## src/hdl/field_pkg.sv

```systemverilog
package field_pkg;

	//////////////////////////////////////////////////
	// Curve25519 prime field

	// Width of one field element
	localparam int field_w = 256;

	// p = 2^255 - 19
	localparam logic [field_w-1:0] field_p =
		256'h7fffffff_ffffffff_ffffffff_ffffffff_ffffffff_ffffffff_ffffffff_ffffffed;

	// One multiplier bit per iteration
	localparam int mul_steps = 256;

	//////////////////////////////////////////////////
	// Operations and control states

	// Opcodes as written to the command register
	// Anything else is not an operation
	typedef enum logic [7:0] {
		op_add = 8'd1,
		op_sub = 8'd2,
		op_mul = 8'd3
	} field_op_t;

	// Sequencer states
	typedef enum logic [1:0] {
		st_idle,
		st_addsub,
		st_mul,
		st_capture
	} seq_state_t;

endpackage

```

## src/hdl/field_sequencer.sv

```systemverilog
`timescale 1ns/1ps

module field_sequencer
	import field_pkg::*;
(
	input  logic               apb,
	input  logic               rst_n,

	// Command from the register block
	input  logic               start,
	input  logic [7:0]         op,

	// Datapath results
	input  logic [field_w-1:0] sum,
	input  logic               mul_done,
	input  logic [field_w-1:0] product,

	// Datapath control
	output logic               sub_sel,
	output logic               mul_start,

	// Status and result to the register block
	output logic               busy,
	output logic [field_w-1:0] result
);

	seq_state_t state;

	//////////////////////////////////////////////////
	// Control FSM

	always_ff @(posedge apb) begin
		if (!rst_n) begin
			state     <= st_idle;
			busy      <= 1'b0;
			sub_sel   <= 1'b0;
			mul_start <= 1'b0;
			result    <= '0;
		end else begin
			mul_start <= 1'b0;

			case (state)
				// Commands only accepted here
				st_idle: begin
					if (start) begin
						case (op)
							op_add, op_sub: begin
								// Adder settles during the next cycle
								sub_sel <= (op == op_sub);
								busy    <= 1'b1;
								state   <= st_addsub;
							end
							op_mul: begin
								mul_start <= 1'b1;
								busy      <= 1'b1;
								state     <= st_mul;
							end
							// Unknown opcode, drop it
							default: begin
							end
						endcase
					end
				end

				// Combinational sum is ready, grab it and finish
				st_addsub: begin
					result <= sum;
					busy   <= 1'b0;
					state  <= st_idle;
				end

				// Wait out the serial multiplier
				st_mul: begin
					if (mul_done) begin
						result <= product;
						state  <= st_capture;
					end
				end

				// Release busy one edge after the capture
				st_capture: begin
					busy  <= 1'b0;
					state <= st_idle;
				end

				default: state <= st_idle;
			endcase
		end
	end

endmodule

```

## config.mk

```make
export PLATFORM = sky130hd
export DESIGN_NAME = field_sequencer
export DESIGN_NICKNAME = d
export VERILOG_FILES = /design/src/hdl/field_pkg.sv /design/src/hdl/field_sequencer.sv
export SDC_FILE = /design/constraint.sdc
export NUM_CORES = 1
export LEC_CHECK = 0
export BUFFER_PORTS_ARGS = -buffer_cell sky130_fd_sc_hd__buf_4
export CORE_AREA = 2 2 300 302
export DETAILED_ROUTE_END_ITERATION = 6
export DIE_AREA = 0 0 302 304
export SLEW_MARGIN = 0
export SYNTH_ARGS = -nofsm -noshare
export SYNTH_HDL_FRONTEND = slang
export SYNTH_SLANG_ARGS = --single-unit
```

## constraint.sdc

```tcl
create_clock -name apb -period 2.4 [get_ports apb]
set_input_delay 0.48 -clock apb [delete_from_list [all_inputs] [get_ports apb]]
set_output_delay 0.48 -clock apb [all_outputs]
set_load 0.02 [all_outputs]
```

## Yosys cells after proc, flatten, opt, wreduce, memory -nomap -nowiden

Cells that the tools add are included.
Widths: inputs -> output; s select.

- Eq/ne operators: 10
- Muxes and demuxes: 10
- Reduce and logical (&&, ||, !) cells: 11

Operator list:

| operator | number |
|---|---|
| $pmux 256 s2 | 1 |
| $mux 256 | 1 |
| $eq 8x2->1 const B | 2 |
| $reduce_and 3->1 | 4 |
| $eq 8x1->1 const B | 1 |
| $ne 2x2->1 const B | 3 |
| $pmux 2 s3 | 1 |
| $eq 2x2->1 const B | 2 |
| $mux 2 | 2 |
| $pmux 2 s2 | 1 |
| $reduce_bool 2->1 | 2 |
| $reduce_or 2->1 | 2 |
| $mux 1 | 3 |
| $ne 3x1->1 const B | 1 |
| $reduce_or 3->1 | 1 |
| $eq 2x1->1 const B | 1 |
| $logic_not 2->1 | 1 |
| $pmux 1 s2 | 1 |
| $reduce_and 2->1 | 1 |

- Bits in registers: 261
- Input port bits: 524
- Output and inout port bits: 259

## Longest topological paths before layout

- Word-level depth: 5
- Mapped depth: 6

## Worst setup path after synthesis

Ideal clock, no wire load.

- Path kind: input to register
- Start: in mul_done
- End: reg result[0]
- Arrival time: 1.475 ns
- Required time: 2.311 ns
- Path slack: 0.837 ns
- Stages: 5
- Path buffers: 3
- Cell sequence: buf_4 clkbuf_1 clkbuf_1 a211oi_1 a311oi_2

- Longest elaborated chain between the ends: 2

Ends and longest elaborated chain:

| element | RTL line | RTL |
|---|---|---|
| start, declared | field_sequencer.sv:15 | `input logic mul_done,` |
| $ne 2x2->1 (no source line) | - |  |
| $reduce_and 2->1 (no source line) | - |  |
| end signal, assigned | field_sequencer.sv:67 | `result <= sum;` |
| end signal, assigned | field_sequencer.sv:75 | `result <= product;` |
| end, declared | field_sequencer.sv:24 | `output logic [field_w-1:0] result` |

No other way between the ends.
A chain may end at the register's enable or synchronous reset.

## Final worst setup path

- Start: reg state[1]
- End: reg result[113]

- Longest elaborated chain between the ends: 3
- Elaborated cells on any way between the ends: 6
- Those cells by class: eq/ne (3); mux (1); reduce/logical (2)

Ends and longest elaborated chain:

| element | RTL line | RTL |
|---|---|---|
| start, declared | field_sequencer.sv:27 | `seq_state_t state;` |
| start signal, assigned | field_sequencer.sv:34 | `state <= st_idle;` |
| start signal, assigned | field_sequencer.sv:51 | `state <= st_addsub;` |
| start signal, assigned | field_sequencer.sv:56 | `state <= st_mul;` |
| $eq 2x2->1 or $eq 2x1->1 (tied branches) | field_sequencer.sv:42 | `case (state)` |
| $ne 2x2->1 (no source line) or $reduce_bool 2->1 (tied branches) | - |  |
| $reduce_and 2->1 (no source line) | - |  |

Parallel ways exist; a longest one is shown, timed or not.

==> results.cfg <==
[outcome]
outcome = completed

[timing]
timing.final.hold_violations = 0
final.min_clock_period_ps = 2031
period_share_pct = 84.63
fin_setup_tns_ps = 0
setup_viol = 0
relSlewSlack_pct = 46.12
fmax_mhz = 492.3
drv_slew = 0
max_slew.worst_pin.slew_ps = 800.8
finClkSkew_ps = 7.315
rsz0062_at_grt = false

[grt]
overflow = 0
grt_pass1_vias = 14853
grt_usage_pct = 13.34
grt_pass1_wl_um = 94860
grt_start_max_net_pins = 93
antenna_found_initial = 3

[die]
dieWidth_um = 302
core_area_sq_mm = 0.08905
ios = 783
start_util_pct = 15.77
die_h_um = 304
rows = 110
die-area_sq_mm = 0.09181

[setup_path]
worst_setup_path_end_kind = flop
rr_worst_depth = 5
crit_arrival_ps = 2470
worstPathRequired_ps = 2840
start_kind = flop
worst-setup-path-type = reg2reg
crit_fanout = 72

[pwr]
p_clk_share_pct = 47.9
combPwrFrac_pct = 11.8
p_int_uw = 8169
p_leak_uw = 0.008865
p_total_uw = 10840
power_density_mw_per_mm2 = 480.3
seqPwrFrac_pct = 40.3
switching_power_uw = 2670
switching_share_pct = 24.63
ir_worst_vdd_mv = 0.5048

[logic_synthesis]
seq_area_frac_synth_pct = 37.20
synth_enable_flop_cells = 0
synth_area_per_cell_sq_um = 9.302
synth_most_common_cell = nand2_1
syn_area_sq_mm = 0.01405
netlist_top_cells_count = nand2_1 (516), dfxtp_1 (261), a211oi_1 (256)
ys_top_cells_by_area = dfxtp_1 (37%), a311oi_2 (26%), nand2_1 (14%), a211oi_1 (14%), buf_2 (3.6%)
async_flop_share_pct = 0
ys.flop_type = dfxtp_1
syn-num-nets = 2034
ys_seq_elements = 261
ys_warn_count = 0
synth_cell_types = 27
yosysTopAreaCellShare_pct = 37.20
syn_inst = 1510
synth_top_cell_by_area = dfxtp_1

[route]
drt-total-wl_um = 65570
drt_iter0_markers = 1087
wl_per_cell_um = 19.16
num_vias = 15242
drc = 0
vias_per_cell = 4.454
ant_nets = 0
dr.pass1.iters = 6

[clocking]
numClockSinks = 261
cts-htree-levels = 2
holdBufCountCts = 0
cts_inserted_buffers = 34
cts_resized = 0
clkTransAtPathRegs_ps = 60
cts_root_buf = clkbuf_16
worst_skew_pair.late_latency_ps = 530
cts_max_path_buffers = 3
postCtsSetupBuffers = 0
cts_tree = built

[final_layout]
utilization_pct = 25.34
drive_gt1_share_pct = 52.23
area_growth_pct = 60.66
nNetsFinal = 2749
n_fill_cell = 9611
diodes = 0

[place]
globalplace.congestion = 0.9082
hpwl_um = 49290
portBuffers = 782

[run]
drv_cap = 0

[min_path]
whs_path_depth = 3
hold_class = in2reg
sequential cells by signal, indices dropped and copies added (netlist names):
signal     flops
busy           1
sub_sel        1
result       256
state          2
mul_start      1
stage by stage:
stage          setup slack, ps  area, sq um  hold WS, ps  std cells
2_1_floorplan            836.5        14050        490.3       1510
3_3_place_gp             456.5        21470        467.4       3365
3_5_place_dp             420.5        21470        477.7       3365
4_1_cts                  389.6        22570        168.1       3422
5_1_grt                  225.0        22570        201.7       3422
6_report                 368.9        22570        211.4       3422
final cells by class:
cell class              count  area, sq um  share of cell area [%]
multi-input cells        1048         7770                   34.43
repair buffers            878         6985                   30.95
flip-flops and latches    261         5225                   23.15
well taps                1176         1471                   6.520
clock buffers              55         1061                   4.702
clock inverters             2        38.79                  0.1719
inverters                   2        15.01                 0.06653
power groups by stage:
stage	registers, uW	logic, uW	clock network [uW]
4_1_cts	4370	1280	5330
5_1_grt	4370	1360	5490
3_5_place_dp	4460	1280	0
2_1_floorplan	4480	364	0
3_3_place_gp	4460	1280	0
6_report	4370	1280	5190
worst max-delay path, stage by stage, from the launching register on:
cell,delay (ps)
dfxtp_1,510
nor2b_4,300
buf_12,310
buf_12,280
a211oi_1,130
a311oi_2,270
path summary, 6_finish.rpt:
path / start / to / slack (ps)
max: state[1] / result[113] / 370
min: op[1] / mul_start / 210
max reg2reg: state[1] / result[113] / 370
min reg2reg: busy / busy / 490
layer usage:
metal	global-route usage (%)	part of all wire (%)	vias to the layer above
li1	-	-	7152
met1	17.04	42	7289
met2	21.29	46	659
met3	3.770	8.2	136
met4	4.766	3.6	6
met5	0	0.055	-
cell families after synthesis:
kind of cell	Yosys count	synth area share, %
simple gates	528	14.42
xor+xnor	1	0.06237
compound gates	519	40.73
buf+inv	201	7.590
flops	261	37.20
cell usage in the layout, fill, tap and decap left out, types with 2 or more instances in the layout:
cell type | synthesis | layout
a311oi_2 | 240 | 240
a21oi_1 | 2 | 2
buf_4 | 31 | 846
buf_12 | 0 | 31
nor2b_4 | 1 | 2
dfxtp_1 | 261 | 261
clkbuf_8 | 0 | 12
nor3b_1 | 2 | 2
nand2_1 | 516 | 516
clkbuf_1 | 57 | 9
a211oi_1 | 256 | 256
a311oi_1 | 16 | 16
clkbuf_16 | 0 | 35
Power figures use the tool's default switching activity.
