[config.mk]
export PLATFORM = sky130hd
export DESIGN_NAME = apb_field_regs
export DESIGN_NICKNAME = d
export VERILOG_FILES = /design/src/hdl/field_pkg.sv /design/src/hdl/regmap_pkg.sv /design/src/hdl/apb_field_regs.sv
export SDC_FILE = /design/constraint.sdc
export NUM_CORES = 1
export LEC_CHECK = 0
export ABC_AREA = 1
export BUFFER_PORTS_ARGS = -buffer_cell sky130_fd_sc_hd__buf_2
export CORE_AREA = 3 3 320 322
export CTS_CLUSTER_SIZE = 20
export DETAILED_ROUTE_END_ITERATION = 7
export DIE_AREA = 0 0 323 325
export GPL_TIMING_DRIVEN = 0
export SETUP_SLACK_MARGIN = 0.4
export SYNTH_ARGS = -nofsm -noshare
export SYNTH_HDL_FRONTEND = slang
export SYNTH_SLANG_ARGS = --single-unit
[constraint.sdc]
create_clock -name apb -period 3.95 [get_ports apb]
set_clock_uncertainty 0.2 [all_clocks]
set_input_delay 0.79 -clock apb [delete_from_list [all_inputs] [get_ports apb]]
set_output_delay 0.79 -clock apb [all_outputs]
set_load 0.01 [all_outputs]
[src/hdl/field_pkg.sv]
package field_pkg;

	//////////////////////////////////////////////////
	// Curve25519 prime field

	// Width of one field element
	localparam int field_w = 256;

	// p = 2^255 - 19
	localparam logic [field_w-1:0] field_p =
		256'h7fffffff_ffffffff_ffffffff_ffffffff_ffffffff_ffffffff_ffffffff_ffffffed;

	// One multiplier bit per iteration
	localparam int mul_steps = 256;

	//////////////////////////////////////////////////
	// Operations and control states

	// Opcodes as written to the command register
	// Anything else is not an operation
	typedef enum logic [7:0] {
		op_add = 8'd1,
		op_sub = 8'd2,
		op_mul = 8'd3
	} field_op_t;

	// Sequencer states
	typedef enum logic [1:0] {
		st_idle,
		st_addsub,
		st_mul,
		st_capture
	} seq_state_t;

endpackage

[src/hdl/regmap_pkg.sv]
package regmap_pkg;

	// Fixed 16-bit APB, byte addressed
	localparam int apb_data_w = 16;
	localparam int apb_addr_w = 16;

	//////////////////////////////////////////////////
	// Register map

	// Operand and result blocks are 16 words each
	// Word index sits in address bits [4:1]
	typedef enum logic [apb_addr_w-1:0] {
		reg_a      = 16'h000,
		reg_b      = 16'h020,
		reg_status = 16'h040,  // [0] busy
		reg_cmd    = 16'h042,  // [7:0] opcode, write starts it
		reg_result = 16'h060,
		reg_last   = 16'h07f
	} regid_t;

	// Block index from address bits [8:5]
	typedef enum logic [3:0] {
		block_a      = 4'h0,
		block_b      = 4'h1,
		block_ctrl   = 4'h2,
		block_result = 4'h3
	} blockid_t;

endpackage

[src/hdl/apb_field_regs.sv]
`timescale 1ns/1ps

module apb_field_regs
	import field_pkg::*;
	import regmap_pkg::*;
(
	input  logic                  apb,
	input  logic                  rst_n,

	// APB completer
	input  logic                  psel,
	input  logic                  penable,
	input  logic                  pwrite,
	input  logic [apb_addr_w-1:0] paddr,
	input  logic [apb_data_w-1:0] pwdata,
	output logic [apb_data_w-1:0] prdata,
	output logic                  pready,
	output logic                  pslverr,

	// From the sequencer
	input  logic                  busy,
	input  logic [field_w-1:0]    result,

	// To the datapath and sequencer
	output logic [field_w-1:0]    a,
	output logic [field_w-1:0]    b,
	output logic                  start,
	output logic [7:0]            op
);

	//////////////////////////////////////////////////
	// Address decode

	// Word within a 256-bit block
	logic [3:0] word_idx;
	// Block selected by the access
	blockid_t   blk;
	// Write inside the map
	logic       wr_ok;

	always_comb begin
		word_idx = paddr[4:1];
		blk      = blockid_t'(paddr[8:5]);
		wr_ok    = pready && pwrite && (paddr <= reg_last);
	end

	//////////////////////////////////////////////////
	// Readback and bus errors

	always_comb begin
		// No wait states
		pready  = psel && penable;
		prdata  = '0;
		pslverr = 1'b0;

		if (pready) begin
			if (pwrite) begin
				// Writes past the end of the map
				if (paddr > reg_last)
					pslverr = 1'b1;
			end else begin
				// Status word
				if (paddr == reg_status)
					prdata = {{(apb_data_w-1){1'b0}}, busy};
				// Result block, one word per access
				else if ((blk == block_result) && (paddr <= reg_last))
					prdata = result[{word_idx, 4'h0} +: apb_data_w];
				// Operands and command are write only
				else
					pslverr = 1'b1;
			end
		end
	end

	//////////////////////////////////////////////////
	// Command register

	always_ff @(posedge apb) begin
		if (!rst_n) begin
			start <= 1'b0;
			op    <= '0;
		end else begin
			// Single cycle pulse
			start <= 1'b0;

			if (wr_ok && (blk == block_ctrl)) begin
				// Status is read only, write dropped
				if (paddr == reg_cmd) begin
					start <= 1'b1;
					op    <= pwdata[7:0];
				end
			end
		end
	end

	//////////////////////////////////////////////////
	// Operand registers

	always_ff @(posedge apb) begin
		if (wr_ok) begin
			case (blk)
				// Words land at their index, any order
				block_a: a[{word_idx, 4'h0} +: apb_data_w] <= pwdata;
				block_b: b[{word_idx, 4'h0} +: apb_data_w] <= pwdata;

				// Control handled above, result writes ignored
				default: begin
				end
			endcase
		end
	end

endmodule

# [Yosys cells after proc, flatten, opt, wreduce, memory -nomap -nowiden]
# Index checks and enable logic that the tools add are counted.
[classes] n_reduce_logical=10 shifts=3 n_mux=12 addsub=1 magnitude_cmp=2 n_eq_ne=5
[ops] op="$bwmux 256" n=2
[ops] op="$shift 16x10->256 const A" n=1
[ops] op="$shiftx 16x10->256" n=1
[ops] op="$shiftx 256x9->16" n=1
[ops] op="$mux 16" n=4
[ops] op="$eq 16x7->1 const B" n=2
[ops] op="$gt 16x7->1 const B" n=1
[ops] op="$le 16x7->1 const B" n=1
[ops] op="$neg 8->10" n=1
[ops] op="$eq 4x2->1 const B" n=2
[ops] op="$reduce_and 2->1" n=4
[ops] op="$mux 1" n=6
[ops] op="$logic_and 1x1->1" n=5
[ops] op="$eq 4x1->1 const B" n=1
[ops] op="$logic_not 4->1" n=1
[totals] word_cells=37 in_bits=294 register_bits=521

# [Longest topological paths before layout]
[depth] word_depth=6 mapped_depth=14 mapped_depth_nobuf=9

# [Least setup slack after synthesis]
# Ideal clock, no wire load.
[synth_path] path_type="input -> register" start="in paddr[2]" end="reg a[100], enable pin" required_ns=3.361 path_buffers=4 path_stages=11 arrival_time_ns=3.373 setup_time_ns=0.389 setup_slack_ns=-0.011 path_cell_list="buf_2 -> clkinv_1 -> buf_2 -> buf_1 -> ha_1 -> or2_0 -> and2_1 -> buf_2 -> nor3_4 -> nand2_2 -> nor2_1"
[synth_between] elab_chain_cells=3
[synth_rtl] item="start: declaration" line_no="apb_field_regs.sv:14" source="input logic [apb_addr_w-1:0] paddr,"
[synth_rtl] item="$le 16x7->1" line_no="apb_field_regs.sv:44" source="wr_ok = pready && pwrite && (paddr <= reg_last);"
[synth_rtl] item="$logic_and 1x1->1" line_no="apb_field_regs.sv:44"
[synth_rtl] item="$reduce_and 2->1 (no line)"
[synth_rtl] item="end signal: indexed assignment" line_no="apb_field_regs.sv:103" source="block_a: a[{word_idx, 4'h0} +: apb_data_w] <= pwdata;"
[synth_rtl] item="end: declaration" line_no="apb_field_regs.sv:25" source="output logic [field_w-1:0] a,"
# Every way passes these cells.
# A chain may end at the register's enable or synchronous reset.

# [Worst setup path after layout]
[layout_path] start="in paddr[1]" end="out prdata[3]"
[layout_between] elab_chain_cells=6 elab_cells_between_ends=8 classes_between="order compare: 1; eq/ne: 1; shift: 1; mux: 4; reduce/logical: 1"
[layout_rtl] item="branches (longest 3 deep; another with $shiftx 256x9->16)"
[layout_rtl] item="$mux 16 *" line_no="apb_field_regs.sv:63" source="if (paddr == reg_status)"
[layout_rtl] item="$mux 16 *" line_no="apb_field_regs.sv:57" source="if (pwrite) begin"
[layout_rtl] item="$mux 16 *" line_no="apb_field_regs.sv:56" source="if (pready) begin"
[layout_rtl] item="end: declaration" line_no="apb_field_regs.sv:16" source="output logic [apb_data_w-1:0] prdata,"
# Mark *: on every way between the ends.

==> results.md <==
* Master of the slowest instance on the critical path: o21ai_1
* Final Critical Period at 3.49 ns
* Final estimated routing congestion in global placement at 0.930
* Fraction of registers with async set/reset at 0%
* # IOs at 833
* Horizontal die dimension at 323 um
* Slew Limit Fails at 0
* Final number of hold-violating endpoints at 0
* Most numerous cell on the critical path: buf_2
* Post-layout utilization of the core at 29.2%
* Primary FF master, synth: edfxtp_1
* Unrepaired setup endpoints after global routing: yes
* Register-to-register setup slack at 3.18 ns
* Total via count in the routed design at 17300
* Largest fanout on the critical path at 10
* Post-layout instance area at 29100 sq um
* Total area of sequential cells at 15600 sq um
* Maximum frequency from static timing analysis at 0.286 GHz
* Count of maximum capacitance violations at 0
* Die footprint at 105000 sq um
* Number of enable flip-flop cells after synthesis at 512
* Vias in the first global route at 17400
* Overall overflow remaining after global route at 0
* Number of buffers added on ports at 831
* Result of the run: completed
* Initial antenna violation count at 38
* Number of optimization iterations in the first detailed-route pass at 6
* Number of clock buffers inserted by TritonCTS at 56
* Cell accounting for the most synthesized area: edfxtp_1
* PD cells at 404 nW/um^2
* Fraction of layout cells with a size suffix above 1 at 42.6%
* Setup Total Neg Slack at 0 ns
* Share of the synthesized area in the top cell type at 75.7%
* Maximum number of pins on one net before global-route repair at 17
* Core Region at 99900 sq um
* Htree depth at 2
* DP Wirelength at 82.7 mm
* Setup-violating endpoint count in the final report at 0
* Starting density of the core at 20.3%
* Synthesized Nets at 1939
* Post-detailed-route DRC marker count at 0
* Number of sinks driven by the clock tree at 521
* Initial DRC count at 1439
* Type of origin of the critical path: input pin
* Number of vias per cell after detailed routing at 4.40
* Top delay family on crit path: buffers and inverters
* WP buf/inv at 6
* Multi-input combinational cell area at 4560 sq um
* Count of standard-cell rows at 116
* Dominant cells by area after synthesis: edfxtp_1 (76%), nand2_1 (6.1%), nor2_1 (5.9%), nand3_1 (5.5%), inv_1 (0.94%)
* Longest Clk Path Bufs at 3
* Final routed wire length divided by cell count at 26.7 um
* Clock latency on the worst-skew pair at 0.62 ns
* Slew at the pin closest to its max-slew limit at 1.31 ns
* Peak ir drop on the vdd network at 0.000361 V
* Fraction of the yosys area taken by sequential cells at 76.6%
* Vertical die dimension at 325 um
* Number of standard cells after synthesis at 1642
* Hold Path Class: reg -> reg
* Share of the clock period used by the worst path at 88.4%
* Total Nets Final at 2876
* Area delta synth->final at 43.3%
* Yosys warns at 0
* Arrival time reported for the critical path endpoint at 2.50 ns
* Slowest cell delay on critical path at 0.25 ns
* Worst setup path category: in -> out
* Clock transition time at the flip-flop clock pins of the worst setup and hold paths at 0.06 ns
* Number of nets still failing antenna checks after routing at 0
* All-layer global routing usage at 19.3%
* Post-Route WL at 105 mm
* Slew margin rel. at 12.6%
* Number of inserted filler cells in the final layout at 10400
* Critical Path Sink Type: output port
* Post-synth cell types at 32
* CTS Root Buffer Type: clkbuf_16
* Placement Cell Area at 26400 sq um
* Tightest hold margin at 0.279 ns
* Synthesized area per cell at 12.4 sq um
* First-pass GRT wire length at 140 mm
* CTS tree: built
* Synthesized area at 20300 sq um
* Number of storage elements in the synthesis netlist at 521
* Data required time of the worst path at 2.96 ns
* Ordered cell list for the critical path: buf_2, buf_6, inv_4, clkbuf_8, buf_4, nor2_1, o21ai_1, a31oi_2, nor2_2, buf_2
* Leak at 9.89 nW
## final timing paths
kind | startpoint | endpoint | depth (start not counted)
max | paddr[1] | prdata[3] | 10
max reg2reg | op[6] | op[6] | 2
min | op[3] | op[3] | 2
min reg2reg | op[3] | op[3] | 2
## cell type report
class                      count  area share (%)
antenna                       14           0.120
buffer                        93            2.01
clock buffer                  69            5.01
clock inverter                27           0.644
inverter                      65           0.881
multi-input combinational    963            15.7
sequential                   521            53.4
tap                         1298            5.58
timing repair buffer         879            16.7
## what timing repair did
item	CTS	global route
gates resized for setup	124	60
setup endpoints to repair	1035	516
pin swaps	23	4
setup buffers	34	7
endpoints found under the hold margin	0	0
hold buffers	0	0
## cell families after synthesis
family	after synthesis	share of synthesized area, %
AOI/OAI and AO/OA	36	0.967
adders and majority gates	3	0.185
buffers and inverters	158	3.23
DFF	521	76.6
and+or+nand+nor	924	19.1
## layer usage
metal | track usage, % | share of wire, % | up-vias
met1 | 22.0 | 37 | 8465
met2 | 34.6 | 51 | 998
met3 | 5.32 | 8.6 | 205
li1 | - | - | 7591
met5 | 0 | 0.11 | -
met4 | 6.44 | 3.5 | 18
## sequential cells by signal, summed over array words and instances (netlist names)
register	flops
a	256
b	256
op	8
start	1
## stage by stage
stage / total power [mW] / setup slack (ns) / std cells
2_1_floorplan: 6.50 / 0.163 / 1642
3_3_place_gp: 6.99 / -1.72 / 3771
3_5_place_dp: 7.00 / -1.52 / 3778
4_1_cts: 11.9 / 0.398 / 3908
5_1_grt: 12.2 / 0.354 / 3916
6_report: 11.8 / 0.459 / 3929
## cell usage in the layout, fill, tap and decap left out, types with 3 or more instances in the layout
cell type,n
nor3_4,6
nor3_2,11
nand4_1,4
buf_6,10
nand2_4,6
clkinv_4,3
inv_1,50
nand3_1,215
clkinvlp_4,3
inv_2,3
clkinv_1,20
a21oi_1,14
o21ai_0,8
ha_1,3
clkinv_2,3
o21ai_1,3
clkbuf_4,9
nor3_1,16
nor2_4,29
nand2_1,326
edfxtp_1,512
buf_12,21
clkbuf_2,17
buf_1,7
nand3_2,8
buf_8,6
inv_6,6
clkbuf_1,23
dfxtp_1,9
nor2_1,278
nor2_2,16
a31oi_1,8
clkbuf_8,3
diode_2,14
buf_2,855
clkbuf_16,56
buf_4,32
## power by group
group | internal, mW | switching [mW]
clock network | 2.63 | 2.21
logic | 0.275 | 0.655
registers | 6.01 | 0.00000348
total | 8.92 | 2.86
## synth_stat cells (2+ instances only)
cell type	count
inv_1	51
nand2_1	332
nor3_1	32
nor3b_1	2
buf_2	35
a31oi_1	10
ha_1	3
nand4_1	4
inv_2	4
clkbuf_1	40
a21oi_1	14
o21ai_0	10
nor2_1	322
dfxtp_1	9
edfxtp_1	512
clkinv_1	10
buf_1	15
buf_6	2
nand3_1	222
## worst reg2reg max path: stages (launching register included)
cell	delay, ns
dfxtp_1	0.31
nor2_1	0.10
nor2_1	0.05
Power figures use the tool's default switching activity.
